## src/verilog/rv_pkg.sv

```systemverilog
`default_nettype none

package rv_pkg;

    // ----------------------------------------------
    // widths
    // ----------------------------------------------
    localparam int xlen       = 32;
    localparam int reg_addr_w = 5;
    localparam int instr_w    = 32;

    // ----------------------------------------------
    // encodings
    // ----------------------------------------------
    localparam logic [6:0] opc_op     = 7'b0110011;
    localparam logic [6:0] opc_op_imm = 7'b0010011;
    localparam logic [6:0] opc_lui    = 7'b0110111;

    localparam logic [2:0] f3_add  = 3'b000; // add/sub, addi
    localparam logic [2:0] f3_sll  = 3'b001;
    localparam logic [2:0] f3_slt  = 3'b010;
    localparam logic [2:0] f3_sltu = 3'b011;
    localparam logic [2:0] f3_xor  = 3'b100;
    localparam logic [2:0] f3_sr   = 3'b101; // srl/sra by funct7 bit 5
    localparam logic [2:0] f3_or   = 3'b110;
    localparam logic [2:0] f3_and  = 3'b111;

    typedef enum logic [3:0] {
        alu_add,
        alu_sub,
        alu_sll,
        alu_slt,
        alu_sltu,
        alu_xor,
        alu_srl,
        alu_sra,
        alu_or,
        alu_and,
        alu_pass_b  // lui
    } alu_op_e;

    // ----------------------------------------------
    // instruction word layouts
    // ----------------------------------------------
    typedef struct packed {
        logic [6:0]            funct7;
        logic [reg_addr_w-1:0] rs2;
        logic [reg_addr_w-1:0] rs1;
        logic [2:0]            funct3;
        logic [reg_addr_w-1:0] rd;
        logic [6:0]            opcode;
    } r_fields_t;

    // U-type immediate is {imm, rs1, funct3} of this layout
    typedef struct packed {
        logic [11:0]           imm;
        logic [reg_addr_w-1:0] rs1;
        logic [2:0]            funct3;
        logic [reg_addr_w-1:0] rd;
        logic [6:0]            opcode;
    } i_fields_t;

    typedef union packed {
        r_fields_t rtype;
        i_fields_t itype;
    } instr_u;

    // ----------------------------------------------
    // stage records
    // ----------------------------------------------
    typedef struct packed {
        logic                  valid;
        logic                  write;  // supported and rd != x0
        logic [reg_addr_w-1:0] rd;
        alu_op_e               op;
        logic [xlen-1:0]       op_a;
        logic [xlen-1:0]       op_b;
    } dec_t;

    typedef struct packed {
        logic                  valid;
        logic                  write;
        logic [reg_addr_w-1:0] rd;
        logic [xlen-1:0]       data;
    } res_t;

endpackage

`default_nettype wire
```

## src/verilog/rv_core.sv

```systemverilog
`default_nettype none

module rv_core (
    input  wire logic                           i_clk,
    input  wire logic                           i_rst,
    input  wire logic                           i_instr_valid,
    input  wire rv_pkg::instr_u                 i_instr,
    output logic                                o_wb_valid,
    output logic                                o_wb_write,
    output logic      [rv_pkg::reg_addr_w-1:0]  o_wb_rd,
    output logic      [rv_pkg::xlen-1:0]        o_wb_data
);

    logic [rv_pkg::reg_addr_w-1:0] w_rs1_addr;
    logic [rv_pkg::reg_addr_w-1:0] w_rs2_addr;
    logic [rv_pkg::xlen-1:0]       w_rs1_data;
    logic [rv_pkg::xlen-1:0]       w_rs2_data;
    rv_pkg::dec_t                  w_dec;
    rv_pkg::res_t                  w_fwd;
    rv_pkg::res_t                  w_res;

    rv_decode u_decode (
        .i_clk         (i_clk),
        .i_rst         (i_rst),
        .i_instr_valid (i_instr_valid),
        .i_instr       (i_instr),
        .i_fwd         (w_fwd),
        .i_res         (w_res),
        .i_rs1_data    (w_rs1_data),
        .i_rs2_data    (w_rs2_data),
        .o_rs1_addr    (w_rs1_addr),
        .o_rs2_addr    (w_rs2_addr),
        .o_dec         (w_dec)
    );

    rv_execute u_execute (
        .i_clk (i_clk),
        .i_rst (i_rst),
        .i_dec (w_dec),
        .o_fwd (w_fwd),
        .o_res (w_res)
    );

    rv_writeback u_writeback (
        .i_clk      (i_clk),
        .i_rst      (i_rst),
        .i_res      (w_res),
        .i_rs1_addr (w_rs1_addr),
        .i_rs2_addr (w_rs2_addr),
        .o_rs1_data (w_rs1_data),
        .o_rs2_data (w_rs2_data)
    );

    // report straight from the execute register
    assign o_wb_valid = w_res.valid;
    assign o_wb_write = w_res.write;
    assign o_wb_rd    = w_res.rd;
    assign o_wb_data  = w_res.data;

endmodule

`default_nettype wire

```

## src/verilog/rv_writeback.sv

```systemverilog
`default_nettype none

module rv_writeback (
    input  wire logic                           i_clk,
    input  wire logic                           i_rst,
    input  wire rv_pkg::res_t                   i_res,
    input  wire logic [rv_pkg::reg_addr_w-1:0]  i_rs1_addr,
    input  wire logic [rv_pkg::reg_addr_w-1:0]  i_rs2_addr,
    output logic      [rv_pkg::xlen-1:0]        o_rs1_data,
    output logic      [rv_pkg::xlen-1:0]        o_rs2_data
);

    localparam int n_regs = 1 << rv_pkg::reg_addr_w;

    // x0 has no storage
    logic [rv_pkg::xlen-1:0] r_regs [1:n_regs-1];
    logic                    w_we;

    assign w_we = i_res.valid && i_res.write && (i_res.rd != '0);

    always_ff @(posedge i_clk or posedge i_rst) begin
        if (i_rst) begin
            for (int i = 1; i < n_regs; i++) begin
                r_regs[i] <= '0;
            end
        end else if (w_we) begin
            r_regs[i_res.rd] <= i_res.data;
        end
    end

    // ----------------------------------------------
    // read ports, combinational
    // ----------------------------------------------
    always_comb begin
        if (i_rs1_addr == '0) begin
            o_rs1_data = '0;
        end else begin
            o_rs1_data = r_regs[i_rs1_addr];
        end
    end

    always_comb begin
        if (i_rs2_addr == '0) begin
            o_rs2_data = '0;
        end else begin
            o_rs2_data = r_regs[i_rs2_addr];
        end
    end

endmodule

`default_nettype wire

```

## src/verilog/rv_execute.sv

```systemverilog
`default_nettype none

module rv_execute (
    input  wire logic         i_clk,
    input  wire logic         i_rst,
    input  wire rv_pkg::dec_t i_dec,
    output rv_pkg::res_t      o_fwd,
    output rv_pkg::res_t      o_res
);

    logic [$clog2(rv_pkg::xlen)-1:0] w_shamt;
    logic                            w_lt_s;
    logic                            w_lt_u;
    logic [rv_pkg::xlen-1:0]         w_result;
    rv_pkg::res_t                    r_res;

    assign w_shamt = i_dec.op_b[$clog2(rv_pkg::xlen)-1:0]; // low 5 bits only
    assign w_lt_s  = $signed(i_dec.op_a) < $signed(i_dec.op_b);
    assign w_lt_u  = i_dec.op_a < i_dec.op_b;

    // ----------------------------------------------
    // ALU
    // ----------------------------------------------
    always_comb begin
        case (i_dec.op)
            rv_pkg::alu_add: begin
                w_result = i_dec.op_a + i_dec.op_b;
            end
            rv_pkg::alu_sub: begin
                w_result = i_dec.op_a - i_dec.op_b;
            end
            rv_pkg::alu_sll: begin
                w_result = i_dec.op_a << w_shamt;
            end
            rv_pkg::alu_slt: begin
                w_result = {{(rv_pkg::xlen-1){1'b0}}, w_lt_s};
            end
            rv_pkg::alu_sltu: begin
                w_result = {{(rv_pkg::xlen-1){1'b0}}, w_lt_u};
            end
            rv_pkg::alu_xor: begin
                w_result = i_dec.op_a ^ i_dec.op_b;
            end
            rv_pkg::alu_srl: begin
                w_result = i_dec.op_a >> w_shamt;
            end
            rv_pkg::alu_sra: begin
                w_result = $unsigned($signed(i_dec.op_a) >>> w_shamt);
            end
            rv_pkg::alu_or: begin
                w_result = i_dec.op_a | i_dec.op_b;
            end
            rv_pkg::alu_and: begin
                w_result = i_dec.op_a & i_dec.op_b;
            end
            rv_pkg::alu_pass_b: begin
                w_result = i_dec.op_b; // lui, op_a is zero
            end
            default: begin
                w_result = '0;
            end
        endcase
    end

    // ----------------------------------------------
    // result, live and registered
    // ----------------------------------------------
    always_comb begin
        o_fwd       = '0;
        o_fwd.valid = i_dec.valid;
        o_fwd.write = i_dec.write;
        o_fwd.rd    = i_dec.rd;
        o_fwd.data  = w_result;
    end

    always_ff @(posedge i_clk or posedge i_rst) begin
        if (i_rst) begin
            r_res <= '0;
        end else begin
            r_res <= o_fwd;
        end
    end

    assign o_res = r_res; // also the writeback report

endmodule

`default_nettype wire

```

## src/verilog/rv_decode.sv

```systemverilog
`default_nettype none

module rv_decode (
    input  wire logic                           i_clk,
    input  wire logic                           i_rst,
    input  wire logic                           i_instr_valid,
    input  wire rv_pkg::instr_u                 i_instr,
    input  wire rv_pkg::res_t                   i_fwd,
    input  wire rv_pkg::res_t                   i_res,
    input  wire logic [rv_pkg::xlen-1:0]        i_rs1_data,
    input  wire logic [rv_pkg::xlen-1:0]        i_rs2_data,
    output logic      [rv_pkg::reg_addr_w-1:0]  o_rs1_addr,
    output logic      [rv_pkg::reg_addr_w-1:0]  o_rs2_addr,
    output rv_pkg::dec_t                        o_dec
);

    rv_pkg::alu_op_e            w_op;
    logic                       w_supported;
    logic                       w_use_imm;
    logic                       w_is_lui;
    logic [rv_pkg::xlen-1:0]    w_imm_i;
    logic [rv_pkg::xlen-1:0]    w_imm_u;
    logic [rv_pkg::xlen-1:0]    w_rs1_val;
    logic [rv_pkg::xlen-1:0]    w_rs2_val;
    rv_pkg::dec_t               w_dec;
    rv_pkg::dec_t               r_dec;

    // funct3 plus funct7 bit 5 to an ALU op; sub only exists for OP
    function automatic rv_pkg::alu_op_e f3_to_op(
        input logic [2:0] f3,
        input logic       alt,
        input logic       is_reg
    );
        rv_pkg::alu_op_e op;
        op = rv_pkg::alu_add;
        case (f3)
            rv_pkg::f3_add:  op = (alt && is_reg) ? rv_pkg::alu_sub : rv_pkg::alu_add;
            rv_pkg::f3_sll:  op = rv_pkg::alu_sll;
            rv_pkg::f3_slt:  op = rv_pkg::alu_slt;
            rv_pkg::f3_sltu: op = rv_pkg::alu_sltu;
            rv_pkg::f3_xor:  op = rv_pkg::alu_xor;
            rv_pkg::f3_sr:   op = alt ? rv_pkg::alu_sra : rv_pkg::alu_srl;
            rv_pkg::f3_or:   op = rv_pkg::alu_or;
            rv_pkg::f3_and:  op = rv_pkg::alu_and;
        endcase
        return op;
    endfunction

    // youngest result wins, then registered result, then the file
    function automatic logic [rv_pkg::xlen-1:0] fwd_pick(
        input logic [rv_pkg::reg_addr_w-1:0] addr,
        input rv_pkg::res_t                  fwd,
        input rv_pkg::res_t                  res,
        input logic [rv_pkg::xlen-1:0]       file_data
    );
        logic [rv_pkg::xlen-1:0] val;
        val = file_data;
        if (fwd.valid && fwd.write && fwd.rd == addr) begin
            val = fwd.data;
        end else if (res.valid && res.write && res.rd == addr) begin
            val = res.data;
        end
        return val;
    endfunction

    // ----------------------------------------------
    // register reads and immediates
    // ----------------------------------------------
    assign o_rs1_addr = i_instr.rtype.rs1;
    assign o_rs2_addr = i_instr.rtype.rs2;

    assign w_imm_i = {{(rv_pkg::xlen-12){i_instr.itype.imm[11]}}, i_instr.itype.imm};
    assign w_imm_u = {i_instr.itype.imm, i_instr.itype.rs1, i_instr.itype.funct3,
                      {(rv_pkg::instr_w-20){1'b0}}};

    assign w_rs1_val = fwd_pick(o_rs1_addr, i_fwd, i_res, i_rs1_data);
    assign w_rs2_val = fwd_pick(o_rs2_addr, i_fwd, i_res, i_rs2_data);

    // ----------------------------------------------
    // opcode decode
    // ----------------------------------------------
    always_comb begin
        w_op        = rv_pkg::alu_add;
        w_supported = 1'b0;
        w_use_imm   = 1'b0;
        w_is_lui    = 1'b0;
        case (i_instr.rtype.opcode)
            rv_pkg::opc_op: begin
                w_supported = 1'b1;
                w_op = f3_to_op(i_instr.rtype.funct3, i_instr.rtype.funct7[5], 1'b1);
            end
            rv_pkg::opc_op_imm: begin
                w_supported = 1'b1;
                w_use_imm   = 1'b1;
                // funct7 bit 5 sits at imm[10], picks srai
                w_op = f3_to_op(i_instr.rtype.funct3, i_instr.rtype.funct7[5], 1'b0);
            end
            rv_pkg::opc_lui: begin
                w_supported = 1'b1;
                w_is_lui    = 1'b1;
                w_op        = rv_pkg::alu_pass_b;
            end
            default: ; // unsupported, reports with no write
        endcase
    end

    always_comb begin
        w_dec       = '0;
        w_dec.valid = i_instr_valid;
        w_dec.rd    = i_instr.rtype.rd;
        if (w_supported) begin
            w_dec.write = i_instr_valid && (i_instr.rtype.rd != '0);
            w_dec.op    = w_op;
            w_dec.op_a  = w_is_lui ? '0 : w_rs1_val;
            if (w_is_lui) begin
                w_dec.op_b = w_imm_u;
            end else begin
                w_dec.op_b = w_use_imm ? w_imm_i : w_rs2_val;
            end
        end
    end

    always_ff @(posedge i_clk or posedge i_rst) begin
        if (i_rst) begin
            r_dec <= '0;
        end else begin
            r_dec <= w_dec;
        end
    end

    assign o_dec = r_dec;

endmodule

`default_nettype wire

```

## config.mk

```make
export PLATFORM = sky130hd
export DESIGN_NAME = rv_core
export DESIGN_NICKNAME = d
export VERILOG_FILES = /design/src/verilog/rv_pkg.sv /design/src/verilog/rv_core.sv /design/src/verilog/rv_writeback.sv /design/src/verilog/rv_execute.sv /design/src/verilog/rv_decode.sv
export SDC_FILE = /design/constraint.sdc
export NUM_CORES = 2
export LEC_CHECK = 0
export BUFFER_PORTS_ARGS = -buffer_cell sky130_fd_sc_hd__buf_2
export CAP_MARGIN = 20
export CELL_PAD_IN_SITES_DETAIL_PLACEMENT = 0
export CELL_PAD_IN_SITES_GLOBAL_PLACEMENT = 1
export CORE_MARGIN = 5
export CORE_UTILIZATION = 50
export CTS_BUF_LIST = sky130_fd_sc_hd__clkbuf_8
export CTS_CLUSTER_DIAMETER = 120
export CTS_CLUSTER_SIZE = 25
export DETAILED_ROUTE_END_ITERATION = 6
export PLACE_DENSITY = 0.86
export SYNTH_ARGS = -nofsm -noshare
export SYNTH_HDL_FRONTEND = slang
export SYNTH_SLANG_ARGS = --single-unit
```

## constraint.sdc

```tcl
create_clock -name i_clk -period 33.2 [get_ports i_clk]
set_input_delay 3.32 -clock i_clk [delete_from_list [all_inputs] [get_ports i_clk]]
set_output_delay 3.32 -clock i_clk [all_outputs]
set_load 0.1 [all_outputs]
```

**After elaboration in Yosys (flattened, before gate mapping)**

Index checks and enable logic that the tools add are counted.

- Add/sub/neg operators: 2
- Order comparisons: 6
- Equality and inequality tests: 24
- Shift operators: 3
- Muxes and demuxes: 29
- Bitwise logic cells: 6
- Reductions and logical operators: 16

Operators by type and width:

| cell | count |
|---|---|
| $bwmux 992 | 1 |
| $mux 32 | 14 |
| $pmux 32 s11 | 1 |
| $bmux 32 s5 | 2 |
| $demux 32 s5 | 1 |
| $mux 68 | 1 |
| $lt 32x32->1 | 2 |
| $pmux 4 s8 | 2 |
| $add 32x32->32 | 1 |
| $and 32x32->32 | 1 |
| $or 32x32->32 | 1 |
| $shl 32x5->32 | 1 |
| $shr 32x5->32 | 1 |
| $sshr 32x5->32 | 1 |
| $sub 32x32->32 | 1 |
| $xor 32x32->32 | 1 |
| $eq 5x5->1 | 4 |
| $ge 6x6->1 const B | 3 |
| $not 5->6 | 3 |
| $eq 4x3->1 const B | 4 |
| $eq 7x6->1 const B | 2 |
| $eq 3x3->1 const B | 4 |
| $eq 4x4->1 const B | 3 |
| $pmux 4 s3 | 1 |
| 13 further kinds | 30 |

- Register bits after elaboration: 1106
- Output and inout bits: 39
- Word-level logic and storage cells: 127

**Logic depth before layout (Yosys ltp)**

- Depth in word-level cells: 10
- Mapped depth: 16
- Gate-level depth less buffers: 13

**Cells and area by module**

Synthesis repeated with hierarchy kept, for this count alone.

- Cells, all modules: 6249
- Area, all modules: 68493.2 µm²

By module, submodules not included:

| module | instances | cells each | area each (µm²) | sequential area each (µm²) |
|---|---|---|---|---|
| rv_writeback | 1 | 4358 | 54133.2 | 24823.8 |
| rv_execute | 1 | 1449 | 10161.0 | 975.9 |
| rv_decode | 1 | 442 | 4199.0 | 1876.8 |

**Worst setup path before layout**

No wires, ideal clock.

- Kind: input to register
- From: input port i_instr[15] (netlist bit)
- To: register u_decode.r_dec, in the netlist u_decode.o_dec[36]
- Library setup time: 0.136 ns
- Arrival time: 5.872 ns
- Setup slack: 27.191 ns
- Cell stages on the path: 9
- Buffers on the path: 4
- Cells stage by stage: buf_2 -> buf_2 -> buf_1 -> clkbuf_1 -> mux4_2 -> mux4_2 -> mux2_2 -> a221oi_1 -> nor3_1

RTL lines:

| element | RTL line | RTL |
|---|---|---|
| from (decl) | rv_core.sv:7 | `input wire rv_pkg::instr_u i_instr,` |
| to (signal assigned) | rv_decode.sv:127 | `r_dec <= w_dec;` |
| to (decl) | rv_decode.sv:26 | `rv_pkg::dec_t r_dec;` |

==> flow_metrics.env <==
export IMPL_fin_skew_ns=0.06389
export IMPL_worst_slew_pin_slew_ns=1.171
export IMPL_overflow=0
export IMPL_synth_compound_area_share_pct=7.795
export IMPL_endpoint_kind="asynchronous set/reset pin"
export IMPL_syn_num_nets=5260
export IMPL_arrival_ns=8.25
export IMPL_p_per_area_nw_per_um2=29.69
export IMPL_cts_setup_buffers=0
export IMPL_path_class="input pin to asynchronous set/reset pin"
export IMPL_areaGrowthSynthToFinish_pct=4.255
export IMPL_fin_crit_ns=7.445
export IMPL_fp_dieH_microns=375.6
export IMPL_grt_max_degree=158
export IMPL_seqCellArea_sq_um=27690
export IMPL_core_area_sq_um=133100
export IMPL_slew_headroom_pct=21.64
export IMPL_row_count=134
export IMPL_top_usage_layer="met2"
export IMPL_post_route_util_pct=52.33
export IMPL_final_common_cell="dfrtp_1"
export IMPL_outcome="finished, final reports clean"
export IMPL_cts_tree="built"
export IMPL_synth_top_family_by_area="multiplexers"
export IMPL_cp_max_fo=157
export IMPL_cts_sinks=1106
export IMPL_synth_simple_gate_area_share_pct=4.841
export IMPL_required_ns=34.01
export IMPL_synth_cell_type_count=87
export IMPL_post_place_ws_ns=23.82
export IMPL_fin_ws_ns=25.76
export IMPL_synthFlopType="dfrtp_1"
export IMPL_ios=74
export IMPL_met1_usage_pct=43.41
export IMPL_grt_first_pass_wirelength_mm=329.9
export IMPL_grt_pass1_vias=47750
export IMPL_clk_latency_ns=0.84
export IMPL_rsz0062_at_grt="false"
export IMPL_finalMaxSlewViolations=0
export IMPL_wire_per_inst_microns=33.65
export IMPL_post_route_period_util_pct=22.42
export IMPL_dpl_hpwl_mm=139.5
export IMPL_final_setup_viol_count=0
export IMPL_fin_setup_tns_ns=0
export IMPL_final_cell_mix="dfrtp_1, mux2_2, mux4_2"
export IMPL_antenna_found_initial=3
export IMPL_postSynthCellCount=5120
export IMPL_layout_drive_gt1_share_pct=41.53
export IMPL_cts_buffer_depth=3
export IMPL_vias_per_cell=7.178
export IMPL_synth_area_sq_um=66820
export IMPL_antenna_left=0
export IMPL_drt_total_wl_mm=224.1
export IMPL_crit_path_start_kind="input pin"
export IMPL_via_count=47800
export IMPL_cts_made_buffers=51
export IMPL_cap_violations=0
export IMPL_syn_avg_cell_area_sq_um=13.05
export IMPL_synth_edff_count=0
export IMPL_ctsResizeCount=0
export IMPL_n_fill_cell=11120
export IMPL_io_buffer_count=73
export IMPL_cellLeakagePower_nw=31.17
export IMPL_synth_mux_area_share_pct=39.90
export IMPL_met3_usage_pct=9.149
export IMPL_track_usage_pct=31.28
export IMPL_synthXorXnorAreaFrac_pct=0.3408
export IMPL_fin_total_pwr_mw=2.068
export IMPL_fp_dieW_microns=375.6
export IMPL_synth_fa_ha_area_share_pct=1.989
export IMPL_clk_pin_slew_ns=0.14
export IMPL_htree_levels=2
export IMPL_floorplan_die_area_sq_um=141000
export IMPL_async_flop_share_pct=100.0
export IMPL_rrSetupSlack_ns=27.66
export IMPL_gp_congestion=1.002
export IMPL_hold_violations=0
export IMPL_cts_root_buf="clkbuf_8"
export IMPL_drtIter0Drc=6549
export IMPL_first_pass_iters=6
export IMPL_yosysWarnings=0
export IMPL_cts_hold_buf=0
export IMPL_ys_ff_latch=1106
export IMPL_grtUsageMet2_pct=46.05
export IMPL_multi_input_area_sq_um=36930
export IMPL_final_nets=5018
export IMPL_peakVddDrop_mv=0.02831
export IMPL_yosysSeqAreaShare_pct=41.42
export IMPL_drc=0
export IMPL_start_util_pct=50.19
export IMPL_fmax_ghz=0.1343
export IMPL_hp_class="flop to flop"
==> path summary, 6_finish.rpt <==
path / start / endpoint / cells after the start
setup / recovery: i_rst / u_writeback.r_regs[798] / 10
hold / removal: u_decode.o_dec[74] / u_execute.o_res[38] / 0
max in group i_clk: i_instr[21] / u_decode.o_dec[25] / 11
min in group asynchronous: i_rst / u_writeback.r_regs[485] / 2
setup reg to reg: u_decode.o_dec[0] / u_decode.o_dec[0] / 13
hold reg to reg: u_decode.o_dec[74] / u_execute.o_res[38] / 0
==> critical path, cell delays in order <==
cell	delay, ns
buf_2	0.11
clkinvlp_4	0.11
buf_12	0.24
buf_4	0.22
buf_16	0.32
buf_4	0.63
buf_4	0.75
buf_4	0.72
buf_12	0.70
buf_4	0.85
==> registers in the layout, summed over array words and instances, names as in the netlist <==
| signal | cells |
|---|---|
| u_decode.o_dec | 75 |
| u_writeback.r_regs | 992 |
| u_execute.o_res | 39 |
==> routing by layer <==
| metal | share of wire, % | up-vias |
|---|---|---|
| met2 | 44 | 2991 |
| met4 | 5.3 | 0 |
| met5 | 0 | - |
| li1 | - | 19040 |
| met3 | 12 | 662 |
| met1 | 39 | 25110 |
==> area by class of cell <==
type                    count  area share [%]
clock inverters             8         0.09699
inverters                 115          0.6322
diodes                      5         0.01796
well taps                1768           3.176
flip-flops and latches   1106           39.74
multi-input cells        3389           53.02
clock buffers              53           1.047
repair buffers            215           2.269
==> stage by stage <==
stage	hold slack (ns)	cells	cell area, sq um
detailed placement	0.4239	6589	68750
global placement	0.4188	6589	68750
finish	0.4592	6659	69660
global route	0.4645	6655	69650
floorplan	0.3862	5120	66820
CTS	0.4447	6650	69550
==> Yosys cell counts, types with 69 or more instances <==
library cell | number | area (sq um)
a21oi_1 | 170 | 850.8
a22o_1 | 69 | 604.3
buf_1 | 106 | 397.9
buf_2 | 79 | 395.4
clkbuf_1 | 320 | 1201
dfrtp_1 | 1106 | 27680
ha_1 | 103 | 1289
inv_1 | 108 | 405.4
mux2_2 | 1095 | 12330
mux2i_1 | 92 | 920.9
mux4_2 | 588 | 13240
nand2_1 | 272 | 1021
nor2_1 | 210 | 788.3
o21ai_0 | 114 | 570.6
==> power by group <==
group	internal, mW	switching (mW)
Combinational	0.0416	0.106
Clock	0.149	0.420
Sequential	1.35	0.00293
==> kinds of logic (layout without fill, tap and decap cells) <==
kind of cell	Yosys count	after routing
flip-flops	1106	1106
adder cells (fa/ha/maj)	105	105
XOR/XNOR	26	26
AO/OA/AOI/OAI	753	753
AND/OR/NAND/NOR	717	717
buffers and inverters	625	391
other	0	5
multiplexers	1788	1788
Note: power is estimated with default switching activity, not from simulation.
